$ cat src/vera_params.svh
`ifndef VERA_PARAMS_SVH
`define VERA_PARAMS_SVH

// Register bus
`define VERA_REGBUS_AW 20
`define VERA_DATA_W 8

// Memory bus
`define VERA_WORD_W 32
`define VERA_BYTES 4
`define VERA_MAINRAM_AW 15
`define VERA_FETCH_AW 16

// Palette and sprite attribute storage
`define VERA_PAL_AW 8
`define VERA_PAL_W 16
`define VERA_RGB_W 12
`define VERA_SPR_AW 8

// Region codes, top nibble then second nibble of the register address
`define VERA_REGION_IO 4'hF
`define VERA_REGION_PALETTE 4'h1
`define VERA_REGION_SPRATTR 4'h5

`endif

$ cat src/vera_pkg.sv
`default_nettype none
`include "vera_params.svh"

package vera_pkg;

    // One register bus access, strobe is a single-cycle pulse
    typedef struct packed {
        logic [`VERA_REGBUS_AW-1:0] addr;
        logic [`VERA_DATA_W-1:0]    wrdata;
        logic                       strobe;
        logic                       write;
    } regbus_req_t;

    // Word fetch from a renderer style master
    typedef struct packed {
        logic [`VERA_FETCH_AW-1:0] addr;
        logic                      strobe;
    } fetch_req_t;

    // Memory word, seen whole or as byte lanes (lane 0 is bits 7:0)
    typedef union packed {
        logic [`VERA_WORD_W-1:0]                  word;
        logic [`VERA_BYTES-1:0][`VERA_DATA_W-1:0] bytes;
    } mem_word_u;

endpackage

`default_nettype wire
$ cat src/regbus_decoder.sv
`default_nettype none
`include "vera_params.svh"

module regbus_decoder (
    input  wire vera_pkg::regbus_req_t regbus_i,
    input  wire [`VERA_DATA_W-1:0]     mem_byte_i,
    input  wire [`VERA_DATA_W-1:0]     pal_byte_i,
    input  wire [`VERA_DATA_W-1:0]     spr_byte_i,
    output logic                       mem_sel_o,
    output logic                       pal_sel_o,
    output logic                       spr_sel_o,
    output logic [`VERA_DATA_W-1:0]    rddata_o
);

    // Nibble positions in the register address
    localparam int SPACE_MSB  = `VERA_REGBUS_AW - 1;
    localparam int REGION_MSB = `VERA_REGBUS_AW - 5;

    logic [3:0] space_nibble;
    logic [3:0] region_nibble;
    logic       io_space;

    ////////////////////
    // Region decode
    ////////////////////

    // Address map of the fabric
    //   00000-1FFFF main RAM
    //   F1000-F11FF palette
    //   F5000-F53FF sprite attributes
    //   other Fx000 regions are unmapped here and read as zero
    assign space_nibble  = regbus_i.addr[SPACE_MSB -: 4];
    assign region_nibble = regbus_i.addr[REGION_MSB -: 4];
    assign io_space      = (space_nibble == `VERA_REGION_IO);

    assign mem_sel_o = !io_space;
    assign pal_sel_o = io_space && (region_nibble == `VERA_REGION_PALETTE);
    assign spr_sel_o = io_space && (region_nibble == `VERA_REGION_SPRATTR);

    ////////////////////
    // Read data mux
    ////////////////////

    always_comb begin
        if (mem_sel_o) begin
            rddata_o = mem_byte_i;
        end else if (pal_sel_o) begin
            rddata_o = pal_byte_i;
        end else if (spr_sel_o) begin
            rddata_o = spr_byte_i;
        end else begin
            rddata_o = '0;
        end
    end

endmodule

`default_nettype wire

$ cat config.mk
export PLATFORM = sky130hd
export DESIGN_NAME = regbus_decoder
export DESIGN_NICKNAME = d
export VERILOG_FILES = /design/src/vera_pkg.sv /design/src/regbus_decoder.sv
export VERILOG_INCLUDE_DIRS = /design/src
export SDC_FILE = /design/constraint.sdc
export NUM_CORES = 1
export LEC_CHECK = 0
export ABC_AREA = 1
export BUFFER_PORTS_ARGS = -buffer_cell sky130_fd_sc_hd__buf_2
export CAP_MARGIN = 20
export CORE_AREA = 3 3 40 42
export DETAILED_ROUTE_END_ITERATION = 7
export DIE_AREA = 0 0 43 45
export PLACE_DENSITY = 0.87
export SYNTH_ARGS = -nofsm -noshare
export SYNTH_HDL_FRONTEND = slang
export SYNTH_SLANG_ARGS = --single-unit
$ cat constraint.sdc
create_clock -name vclk -period 1.5
set_input_delay 0 -clock vclk [all_inputs]
set_output_delay 0 -clock vclk [all_outputs]
set_load 0.03 [all_outputs]
==> metrics.cfg <==
[run_status]
status=complete, no violations

[synthesis]
ys_top_cells_by_area=nand3_1, nor2_8, nand2_1, nor3_2, nand2_2
yosys_warnings=0
syn_nets=102
yosysSeqAreaShare_pct=0
synth_cells=48
synth_top_area_share_pct=41.2
ys_types=11
netlist_area_um2=292
yosysTopAreaCell=nand3_1
synth_area_per_cell_um2=6.07

[die]
fp-row-count=13
die-area_um2=1940
die_x_um=43
ioPinCount=65
die_h_um=45
coreArea_um2=1280
start_util_pct=22.7

[drt]
via_per_inst=4.51
num_vias=469
ant_nets=0
drc=0
wirelength_mm=1.09
first_pass_iters=4
first_iter_violations=7
wl_per_cell_um=10.5

[layout]
n_antenna_cell=0
register_area_um2=0
final.clkbuf_count=0
area_growth_pct=71.2
seq_cell_count=0
nets=145
final_cells=104
drive_above_1_share_pct=59.6

[global_routing]
grt_pass1_vias=446
grt_start_max_net_pins=18
antenna_found_initial=0
grt_pass1_wl_mm=1.77
grt.overflow.total=0
grt_usage_pct=11.0

[placed_design]
routabilityCongestion=0.680
port_buffers=43
dp.cells=104
dp_hpwl_um=918

[power_and_ir_drop]
max-vdd-ir-drop_mv=0.0763
power.total_mw=0.130
p_leak_nw=0.305
powerDensity_nw_per_um2=260

[setup_path]
critical_path_required_ns=1.50
start_kind=primary input
crit_type=primary input to output port
cp.arrival_ns=0.87
worst_setup_path_end_kind=output port
crit_fanout=17

[timing]
max_slew.worst_pin.slew_ns=0.255
grt_setup_unrepaired=no
hold_viol=0
finalSetupViolations=0
whs_ns=0.368
slew_violations=0
finalCritPeriodShare_pct=58.2
slew_headroom_pct=83.0
final.setup.tns_ns=0
fmax_mhz=1150
min_period_ns=0.873

[min_path]
hold_class=primary input to output port

[clock_tree]
cts_hold_buf=0
cts.repair.resized=0
postCtsSetupBuffers=0

[job]
max_cap_violations=0

## cell families (layout without fill, tap and decap cells)
group                  Yosys count  after routing  share of synthesized area, %
and+or+nand+nor                 42             42                          85.0
buffers and inverters            6             47                          15.0
## Yosys cell counts
library cell  instances
buf_6                 1
inv_2                 1
nand2_2               3
nand3_1              24
inv_1                 2
inv_4                 1
buf_8                 1
nor3_2                2
nand2_1              10
nor2_8                2
nor2_4                1
## final timing paths
check	from	endpoint	depth (start not counted)
max	regbus_i[29]	spr_sel_o	6
min	mem_byte_i[1]	rddata_o[1]	4
## layout by cell type (no fill, tap or decap)
cell type and n:
nor2_4 1, inv_4 1, inv_2 1, inv_1 2
nand3_1 24, nand2_1 10, nor2_8 2, nor3_2 2
nand2_2 3, buf_2 43
## report_power, final
part           internal [mW]  switching (mW)  total, mW
sequential                 0               0          0
clock                      0               0          0
combinational         0.0531          0.0767      0.130
## per-stage QoR
stage	instance area (um^2)	util, %	setup WS (ns)
3_3_place_gp	499	38.9	0.620
3_5_place_dp	499	38.9	0.621
4_1_cts	499	38.9	0.618
2_1_floorplan	292	-	0.672
5_1_grt	499	38.9	0.526
6_report	499	38.9	0.627
## worst max-delay path, stage by stage
cell	delay (ns)
buf_2	0.08
nand2_2	0.08
nor2_8	0.25
inv_4	0.11
nor3_2	0.12
buf_2	0.22
## per-layer routing
layer / track usage (%) / vias to the layer above / wire length (um)
met1: 14.5 / 192 / 409
li1: - / 249 / -
met5: 0 / - / 0
met2: 21.3 / 28 / 556
met3: 0.398 / 0 / 124
met4: 0 / 0 / 0
## final cells by class
class	count	area, um^2
tap	15	18.8
fill	148	786
timing repair buffer	43	215
multi-input combinational	42	248
inverter	4	17.5
No activity file was read; power rests on OpenSTA's default activity.
