[src/vera_params.svh]
`ifndef VERA_PARAMS_SVH
`define VERA_PARAMS_SVH

// Register bus
`define VERA_REGBUS_AW 20
`define VERA_DATA_W 8

// Memory bus
`define VERA_WORD_W 32
`define VERA_BYTES 4
`define VERA_MAINRAM_AW 15
`define VERA_FETCH_AW 16

// Palette and sprite attribute storage
`define VERA_PAL_AW 8
`define VERA_PAL_W 16
`define VERA_RGB_W 12
`define VERA_SPR_AW 8

// Region codes, top nibble then second nibble of the register address
`define VERA_REGION_IO 4'hF
`define VERA_REGION_PALETTE 4'h1
`define VERA_REGION_SPRATTR 4'h5

`endif

[src/vera_pkg.sv]
`default_nettype none
`include "vera_params.svh"

package vera_pkg;

    // One register bus access, strobe is a single-cycle pulse
    typedef struct packed {
        logic [`VERA_REGBUS_AW-1:0] addr;
        logic [`VERA_DATA_W-1:0]    wrdata;
        logic                       strobe;
        logic                       write;
    } regbus_req_t;

    // Word fetch from a renderer style master
    typedef struct packed {
        logic [`VERA_FETCH_AW-1:0] addr;
        logic                      strobe;
    } fetch_req_t;

    // Memory word, seen whole or as byte lanes (lane 0 is bits 7:0)
    typedef union packed {
        logic [`VERA_WORD_W-1:0]                  word;
        logic [`VERA_BYTES-1:0][`VERA_DATA_W-1:0] bytes;
    } mem_word_u;

endpackage

`default_nettype wire
[src/membus_arbiter.sv]
`default_nettype none
`include "vera_params.svh"

module membus_arbiter (
    input  wire                          clk,
    input  wire                          reset,
    input  wire vera_pkg::regbus_req_t   regbus_i,
    input  wire                          mem_sel_i,
    input  wire vera_pkg::fetch_req_t    fetch_i,
    input  wire vera_pkg::mem_word_u     mem_rddata_i,
    output logic [`VERA_MAINRAM_AW-1:0]  mem_addr_o,
    output vera_pkg::mem_word_u          mem_wrdata_o,
    output logic [`VERA_BYTES-1:0]       mem_bytesel_o,
    output logic                         mem_we_o,
    output logic [`VERA_DATA_W-1:0]      mem_byte_o,
    output logic                         fetch_ack_o,
    output logic [`VERA_WORD_W-1:0]      fetch_rddata_o
);

    localparam int LANE_W = $clog2(`VERA_BYTES);

    logic              cpu_mem;
    logic              fetch_grant;
    logic [LANE_W-1:0] cpu_lane;
    logic [LANE_W-1:0] lane_q;

    ////////////////////
    // Grant
    ////////////////////

    // CPU always wins and fetch only gets idle cycles
    assign cpu_mem     = regbus_i.strobe && mem_sel_i;
    assign fetch_grant = fetch_i.strobe && !cpu_mem;
    assign cpu_lane    = regbus_i.addr[LANE_W-1:0];

    // Byte address to word address for the CPU
    always_comb begin
        if (cpu_mem) begin
            mem_addr_o = regbus_i.addr[`VERA_MAINRAM_AW+LANE_W-1:LANE_W];
        end else begin
            mem_addr_o = fetch_i.addr[`VERA_MAINRAM_AW-1:0];
        end
    end

    assign mem_we_o      = cpu_mem && regbus_i.write;
    assign mem_bytesel_o = `VERA_BYTES'(1) << cpu_lane;

    // Same byte on every lane and bytesel picks the one that lands
    always_comb begin
        for (int i = 0; i < `VERA_BYTES; i++) begin
            mem_wrdata_o.bytes[i] = regbus_i.wrdata;
        end
    end

    ////////////////////
    // Read return
    ////////////////////

    // Lane of the CPU access lined up with the RAM output
    always_ff @(posedge clk) begin
        lane_q <= cpu_lane;
    end

    assign mem_byte_o = mem_rddata_i.bytes[lane_q];

    always_ff @(posedge clk or posedge reset) begin
        if (reset) begin
            fetch_ack_o <= 1'b0;
        end else begin
            fetch_ack_o <= fetch_grant;
        end
    end

    assign fetch_rddata_o = mem_rddata_i.word;

    // A pending fetch stays requested until its acknowledge
    fetch_held_until_ack: assert property (
        @(posedge clk) disable iff (reset)
        fetch_i.strobe && !fetch_ack_o |=> fetch_i.strobe || fetch_ack_o
    ) else $error("membus_arbiter: fetch request dropped before its acknowledge");

endmodule

`default_nettype wire

[config.mk]
export PLATFORM = sky130hd
export DESIGN_NAME = membus_arbiter
export DESIGN_NICKNAME = d
export VERILOG_FILES = /design/src/vera_pkg.sv /design/src/membus_arbiter.sv
export VERILOG_INCLUDE_DIRS = /design/src
export SDC_FILE = /design/constraint.sdc
export NUM_CORES = 1
export LEC_CHECK = 0
export ABC_AREA = 1
export BUFFER_PORTS_ARGS = -buffer_cell sky130_fd_sc_hd__clkbuf_2
export CELL_PAD_IN_SITES_DETAIL_PLACEMENT = 0
export CELL_PAD_IN_SITES_GLOBAL_PLACEMENT = 1
export CORE_MARGIN = 2
export CORE_UTILIZATION = 16
export DETAILED_ROUTE_END_ITERATION = 7
export PLACE_DENSITY_LB_ADDON = 0.1
export SLEW_MARGIN = 20
export SYNTH_ARGS = -nofsm -noshare
export SYNTH_HDL_FRONTEND = slang
export SYNTH_SLANG_ARGS = --single-unit
[constraint.sdc]
create_clock -name clk -period 1.1 [get_ports clk]
set_input_delay 0.22 -clock clk [delete_from_list [all_inputs] [get_ports clk]]
set_output_delay 0.22 -clock clk [all_outputs]
set_load 0.01 [all_outputs]
==> results of run 1 <==
==> registers in the layout (all words and copies together), names as in the netlist <==
name         count
lane_q           2
fetch_ack_o      1
==> worst max-delay path: stages (launching register included) <==
cell	delay (ns)
dfxtp_4	0.41
clkbuf_16	0.17
nand2_1	0.05
nand3_1	0.06
nand2_1	0.05
buf_2	0.13
==> report_power, final <==
part / internal (mW) / switching (mW) / total (mW)
clock network: 0.247 / 0.0721 / 0.319
registers: 0.116 / 0.00893 / 0.125
logic: 0.327 / 0.336 / 0.663
total: 0.690 / 0.417 / 1.11
==> repair_timing <==
action / CTS / global route
gates resized for setup: 13 / 44
endpoints found under the setup margin: 9 / 18
pin swaps: 4 / 19
buffers inserted: 0 / 0
gates cloned: 0 / 3
hold buffers: 1 / 0
hold endpoints to repair: 1 / 0
==> cells in the final DEF (no fill, tap or decap), types with 2 or more instances in the layout <==
master and instances:
buf_2 10, buf_4 2, buf_6 5, buf_8 3
clkbuf_16 3, clkbuf_2 117, clkbuf_8 3, inv_1 38
nand2_1 70, nand2_2 15, nand3_1 9, nand3_2 7
nor2_1 5
==> cell families after synthesis <==
family | after synthesis | synth area share (%)
buf+inv | 111 | 58.3
simple gates | 108 | 36.2
flops | 3 | 5.51
==> path summary, 6_finish.rpt <==
check	start	to	slack [ns]	cells past startpoint
worst min-delay path	regbus_i[11]	lane_q[1]$_DFF_P_	0.17	1
min in group asynchronous	reset	fetch_ack_o$_DFF_PP0_	0.37	3
worst max-delay path	lane_q[0]$_DFF_P_	mem_byte_o[6]	-0.21	5
max in group asynchronous	reset	fetch_ack_o$_DFF_PP0_	0.63	3
==> cell type report <==
type / instances / area [um^2] / share of cell area, %
timing repair buffer: 142 / 857 / 48.1
multi-input combinational: 108 / 522 / 29.3
inverter: 41 / 166 / 9.33
tap: 99 / 124 / 6.95
sequential: 3 / 68.8 / 3.86
clock buffer: 4 / 45.0 / 2.53
==> routing by layer <==
metal,vias up,track usage (%)
li1,726,-
met1,551,9.63
met2,101,13.5
met3,2,4.02
met4,0,1.54
met5,-,0
==> metrics by stage <==
step                hold WS, ns  setup WS [ns]  utilization [%]  cells
floorplan               -0.0513         0.0865                -    222
global placement         0.0415        -0.0289             20.7    389
detailed placement       0.0429        -0.0388             20.7    389
CTS                       0.169         -0.182             22.0    394
global route              0.173         -0.263             24.7    397
finish                    0.174         -0.207             24.7    397
==> out/results.ini, run 1 <==
[drt]
top_layer = met4
drtIter0Drc = 31
wl_met3_um = 474
wl_met2_mm = 1.65
wl_mm = 3.63
route.detailed.drc = 0
antenna_left = 0
vias = 1380
vias_per_cell = 3.48
dr.pass1.iters = 4
wl_met1_mm = 1.49
wl_per_cell_um = 9.14

[floorplanning]
rows = 31
die_width_um = 89.9
start_util_pct = 16.4
ios = 175
die_area_um2 = 8090
core_area_um2 = 7210
die_h_um = 89.9

[synth]
yosysUniqueCellTypes = 12
syn_nets = 304
ys_warn_count = 0
yosys.area.top_type_share_pct = 41.3
synth_area_leaders = buf_4, nand2_1, inv_1, nand3_1, dfxtp_1
syn-instance-count = 222
async_reset_ff_share_pct = 33.3
synth_most_common_cell = nand2_1
synth_area_um2 = 1180
yosysTopAreaCell = buf_4
syn_area_per_cell_um2 = 5.32
ys_ff_latch = 3
ys.flop_type = dfxtp_1
synth_commonest_cells = nand2_1, buf_4, inv_1
yosysSeqAreaShare_pct = 5.51
synth-edff-count = 0

[worst_hold_path]
worstHoldPathType = in2reg

[clock_tree]
clock_sinks = 3
cts_buffers = 3
h-tree-depth = 1
cts_root_buf = clkbuf_8
cts.path.max_buffers = 2
tritoncts = done
clk_pin_slew_worst_paths_ns = 0.03

[global_route]
grt.total_usage_pct = 8.16
antenna_found_initial = 0
grt_max_degree = 17
grt_pass1_vias = 1261
grt_pass1_wl_mm = 5.44
grt_overflow = 0

[cells_and_area]
design_area_um2 = 1780
fillers = 863
syn2layout_area_growth_pct = 51.0
fin_nets = 381
drive_gt1_share_pct = 57.7
diodes = 0

[timing]
fmax_ghz = 0.765
finalMaxSlewViolations = 0
rsz0062_at_grt = yes
slew_headroom_pct = 86.0
finalWorstPathRequiredPeriod_ns = 1.31
period_share_pct = 119
worstMarginPinSlew_ns = 0.210
finalSetupTns_ns = -1.54
worst_slack_ns = -0.207
finalHoldViolCount = 0
setup_viol = 8

[status]
failed_checks = setup timing
outcome = complete, but fails checks

[power_and_ir_drop]
cellPowerDensity_nw_per_um2 = 621
finalPower_mw = 1.11
vdd_drop_max_v = 0.000418
leakage_nw = 1.22

[placement]
place_area_um2 = 1500
port_buffers = 130
place_hpwl_mm = 2.92
place.gp.congestion = 0.670

[run]
cap_violations = 0

[worst_setup_path]
worstPathArrival_ns = 1.09
startpoint_type = flip-flop
endpoint_kind = output pin
required_ns = 0.88
path_class = reg2out
crit_path_max_fanout = 5

Note: power is estimated with default switching activity, not from simulation.
==> run 2, diff against run 1 <==
--- a/config.mk
+++ b/config.mk
@@ -18,3 +18,4 @@
 export SYNTH_ARGS = -nofsm -noshare
 export SYNTH_HDL_FRONTEND = slang
 export SYNTH_SLANG_ARGS = --single-unit
+export TNS_END_PERCENT = 1
==> constraint.sdc (replaced) <==
create_clock -name clk -period 1.45 [get_ports clk]
set_input_delay 0.29 -clock clk [delete_from_list [all_inputs] [get_ports clk]]
set_output_delay 0.29 -clock clk [all_outputs]
set_load 0.01 [all_outputs]
==> run 2 against run 1 <==
- the run now ends clean
- combinational power fell by 36%
- critical path type unchanged
- setup slack improved by 0.30 ns
- largest power group unchanged
- sequential share of layout area rose by 0.52 points
==> out/results.ini, run 2 (synthesized netlist as in run 1, its figures left out) <==
[status]
outcome = complete, no violations

[timing]
holdWs_ns = 0.245
finalMaxSlewViolations = 0
rsz0062_at_grt = no
setup_viol = 0
finalHoldViolCount = 0
finalWorstPathRequiredPeriod_ns = 1.36
fmax_ghz = 0.736
worstMarginPinSlew_ns = 0.251
period_share_pct = 93.8
finalSetupTns_ns = 0
worst_slack_ns = 0.0904
slew_headroom_pct = 83.3

[worst_hold_path]
min_from = regbus_i[10]
worstHoldPathType = in2reg
holdPathStages = 1
min_to = lane_q[0]$_DFF_P_

[clock_tree]
h-tree-depth = 1
clk_pin_slew_worst_paths_ns = 0.03
cts_buffers = 3
cts_setup_buffers = 0
tritoncts = done
cts_root_buf = clkbuf_8
clock_sinks = 3
cts.path.max_buffers = 2

[floorplanning]
rows = 31
die_h_um = 89.9
die_area_um2 = 8090
start_util_pct = 16.4
die_width_um = 89.9
core_area_um2 = 7210
ios = 175

[power_and_ir_drop]
vdd_drop_max_v = 0.000193
leakage_nw = 1.12
cellPowerDensity_nw_per_um2 = 496
finalPower_mw = 0.751

[global_route]
grt_max_degree = 17
grt_pass1_wl_mm = 5.43
grt_overflow = 0
grt.total_usage_pct = 8.21
grt_pass1_vias = 1229
antenna_found_initial = 0

[worst_setup_path]
crit_path_max_fanout = 6
crit_path_top_delay_cell = dfxtp_2
worstPathArrival_ns = 1.07
startpoint_type = flip-flop
cp_top_family = flip-flops
path_class = reg2out
required_ns = 1.16
crit_top_cell = nand2_1
crit_path_max_incr_delay_ns = 0.36
endpoint_kind = output pin
path_cells = buf_4 > nand2_1 > nand3_1 > nand2_1 > clkbuf_2
path_buf_inv = 2

[cells_and_area]
multiInputGateArea_um2 = 428
drive_gt1_share_pct = 48.8
top_regs = lane_q x2, fetch_ack_o x1
largest_reg_flops = 2
fillers = 894
seqCellArea_um2 = 66.3
diodes = 0
final_cell_mix = clkbuf_2, nand2_1, inv_1, nand3_1, nor2_1
fin_nets = 374
regMostFlops = lane_q
syn2layout_area_growth_pct = 28.2
final_common_cell = clkbuf_2
design_area_um2 = 1510

[placement]
place_hpwl_mm = 2.94
place.gp.congestion = 0.651
pre_cts_slack_ns = 0.198
place_area_um2 = 1450
port_buffers = 130

[drt]
wl_per_cell_um = 8.66
dr.pass1.iters = 4
vias = 1310
wl_mm = 3.38
route.detailed.drc = 0
antenna_left = 0
vias_per_cell = 3.36
drtIter0Drc = 11

[run]
cap_violations = 0

run 2: changes by cell type in the layout (fill, tap and decap cells not counted), moves of 3 or more:
cell / change
buf_8: -3
clkbuf_16: -3
buf_6: -4
nand3_1: +7
buf_2: -10
nand3_2: -7
nand2_2: -14
clkbuf_2: +13
nand2_1: +16
run 2: final cells by class:
type	count	share of cell area, %
Tap cell	99	8.18
Clock buffer	4	2.98
Inverter	41	10.3
Timing Repair Buffer	135	45.9
Sequential cell	3	4.38
Multi-Input combinational cell	108	28.3
run 2: where the power goes:
part	total, mW	switching [mW]	internal [mW]
Clock	0.236	0.0492	0.187
Combinational	0.423	0.227	0.195
Sequential	0.0924	0.00370	0.0887
run 2: worst max-delay path by stage:
| stage | from | endpoint | slack, ns | depth (start not counted) |
|---|---|---|---|---|
| CTS | lane_q[0]$_DFF_P_ | mem_byte_o[4] | 0.01 | 5 |
| global route | lane_q[0]$_DFF_P_ | mem_byte_o[1] | 0.02 | 5 |
| floorplan | lane_q[0]$_DFF_P_ | mem_byte_o[4] | 0.37 | 6 |
| global placement | regbus_i[1] | mem_addr_o[10] | 0.15 | 6 |
| detailed placement | regbus_i[1] | mem_addr_o[10] | 0.20 | 6 |
| finish | lane_q[0]$_DFF_P_ | mem_byte_o[1] | 0.09 | 5 |
run 2: through the flow:
step | cells | utilization [%]
floorplan | 222 | -
global placement | 385 | 20.2
detailed placement | 385 | 20.2
CTS | 390 | 20.9
global route | 390 | 21.0
finish | 390 | 21.0
run 2: metal layers:
layer | global-route usage, % | wire length [um] | vias to the layer above
met5 | 0 | 0 | -
met4 | 2.69 | 29 | 0
met3 | 4.02 | 500 | 2
met2 | 13.3 | 1460 | 95
met1 | 9.47 | 1390 | 496
li1 | - | - | 717
run 2: timing repair:
item,CTS,global route
gates resized for setup,0,3
hold endpoints to repair,1,0
setup endpoints to repair,0,8
hold buffers,1,0
==> run 3, diff against run 2 <==
--- a/config.mk
+++ b/config.mk
@@ -13,7 +13,7 @@
 export CORE_MARGIN = 2
 export CORE_UTILIZATION = 16
 export DETAILED_ROUTE_END_ITERATION = 7
-export PLACE_DENSITY_LB_ADDON = 0.1
+export PLACE_DENSITY = 0.87
 export SLEW_MARGIN = 20
 export SYNTH_ARGS = -nofsm -noshare
 export SYNTH_HDL_FRONTEND = slang
==> run 3 against run 2 <==
- clock-buffer cell count stayed put
- utilization hardly changed
- maximum frequency is 0.75% higher
- wire length is 7.9% lower
- via count is 1.5% higher
- sequential power hardly changed
- critical path depth stayed put
- largest power group unchanged
- design area hardly changed
- highest routed layer unchanged
==> out/results.ini, run 3 (synthesized netlist as in run 1, its figures left out) <==
[timing]
finalWorstPathRequiredPeriod_ns = 1.35
period_share_pct = 93.1
finalHoldViolCount = 0
finalSetupTns_ns = 0
worstMarginPinSlew_ns = 0.238
rsz0062_at_grt = no
setup_viol = 0
slew_headroom_pct = 84.1
fmax_ghz = 0.741
finalMaxSlewViolations = 0

[floorplanning]
die_area_um2 = 8090
core_area_um2 = 7210
ios = 175
die_width_um = 89.9
start_util_pct = 16.4
die_h_um = 89.9
rows = 31

[drt]
dr.pass1.iters = 4
route.detailed.drc = 0
vias_per_cell = 3.42
drtIter0Drc = 21
wl_per_cell_um = 8.00
antenna_left = 0
vias = 1329
wl_mm = 3.11

[run]
cap_violations = 0

[cells_and_area]
syn2layout_area_growth_pct = 28.3
top_regs = lane_q x2, fetch_ack_o x1
final_cell_mix = clkbuf_2, nand2_1, inv_1, nand3_1, nor2_1
final_common_cell = clkbuf_2
design_area_um2 = 1520
fillers = 878
regMostFlops = lane_q
largest_reg_flops = 2
diodes = 0
fin_nets = 373
drive_gt1_share_pct = 48.6

[worst_setup_path]
crit_path_max_incr_delay_ns = 0.36
endpoint_kind = output pin
crit_path_top_delay_cell = dfxtp_2
worstPathArrival_ns = 1.06
crit_top_cell = nand2_1
crit_path_max_fanout = 16
path_class = reg2out
startpoint_type = flip-flop
path_cells = buf_12 > nand2_1 > nand3_1 > nand2_1 > clkbuf_2
required_ns = 1.16

[clock_tree]
cts.path.max_buffers = 2
clock_sinks = 3
h-tree-depth = 1
tritoncts = done
cts_buffers = 3
cts_setup_buffers = 0
cts_root_buf = clkbuf_8
clk_pin_slew_worst_paths_ns = 0.03

[placement]
place_hpwl_mm = 2.75
port_buffers = 130
place_area_um2 = 1460
place.gp.congestion = 0.723

[global_route]
grt.total_usage_pct = 7.38
grt_overflow = 0
grt_max_degree = 17
grt_pass1_vias = 1257
grt_pass1_wl_mm = 5.04
antenna_found_initial = 0

[power_and_ir_drop]
vdd_drop_max_v = 0.000256
leakage_nw = 1.12
cellPowerDensity_nw_per_um2 = 500

[status]
outcome = complete, no violations

[worst_hold_path]
worstHoldPathType = in2reg

==> run 3: cell count changes in the layout (fill, tap and decap cells not counted), sizes merged <==
cell,before,now
buf,4,3
==> run 3: final cells by class <==
type	count	area (um^2)	share of cell area, %
tap	99	124	8.18
sequential	3	66.3	4.38
inverter	41	156	10.3
clock buffer	4	45.0	2.97
timing repair buffer	134	696	45.9
multi-input combinational	108	428	28.2
==> run 3: worst max-delay path: cells and delay by family, from the launching register on <==
family        cells  cell delay, ns
flops             1            0.36
buf+inv           2            0.27
simple gates      3            0.21
==> run 3: what timing repair did <==
action | 4_1_cts | 5_1_grt
hold buffers | 1 | 0
gates resized for setup | 0 | 2
endpoints found under the setup margin | 0 | 6
hold endpoints to repair | 1 | 0
==> run 3: layer usage <==
| layer | global-route usage (%) | vias up | share of wire [%] |
|---|---|---|---|
| li1 | - | 712 | - |
| met1 | 7.02 | 509 | 36 |
| met2 | 15.2 | 106 | 52 |
| met3 | 2.35 | 2 | 12 |
| met4 | 1.54 | 0 | 0.32 |
| met5 | 0 | - | 0 |
==> run 3: worst paths after layout <==
path	endpoint	cells after the start	slack, ns	from
min	lane_q[1]$_DFF_P_	1	0.24	regbus_i[11]
max	mem_byte_o[3]	5	0.10	lane_q[0]$_DFF_P_
max in group asynchronous	fetch_ack_o$_DFF_PP0_	3	0.91	reset
min in group asynchronous	fetch_ack_o$_DFF_PP0_	3	0.44	reset
==> run 3: power by group <==
part	total, mW	internal, mW	switching (mW)
clock network	0.244	0.188	0.0563
logic	0.421	0.196	0.225
registers	0.0922	0.0886	0.00354
==> run 3: stage by stage <==
stage | worst slack [ns] | hold slack [ns] | utilization (%) | power, mW | instances
after detailed placement | 0.171 | 0.117 | 20.2 | 0.518 | 384
after floorplan | 0.367 | 0.0187 | - | 0.443 | 222
after CTS | 0.00787 | 0.229 | 21.0 | 0.778 | 389
final | 0.101 | 0.236 | 21.0 | 0.757 | 389
after global routing | 0.0420 | 0.248 | 21.0 | 0.826 | 389
after global placement | 0.190 | 0.110 | 20.2 | 0.516 | 384
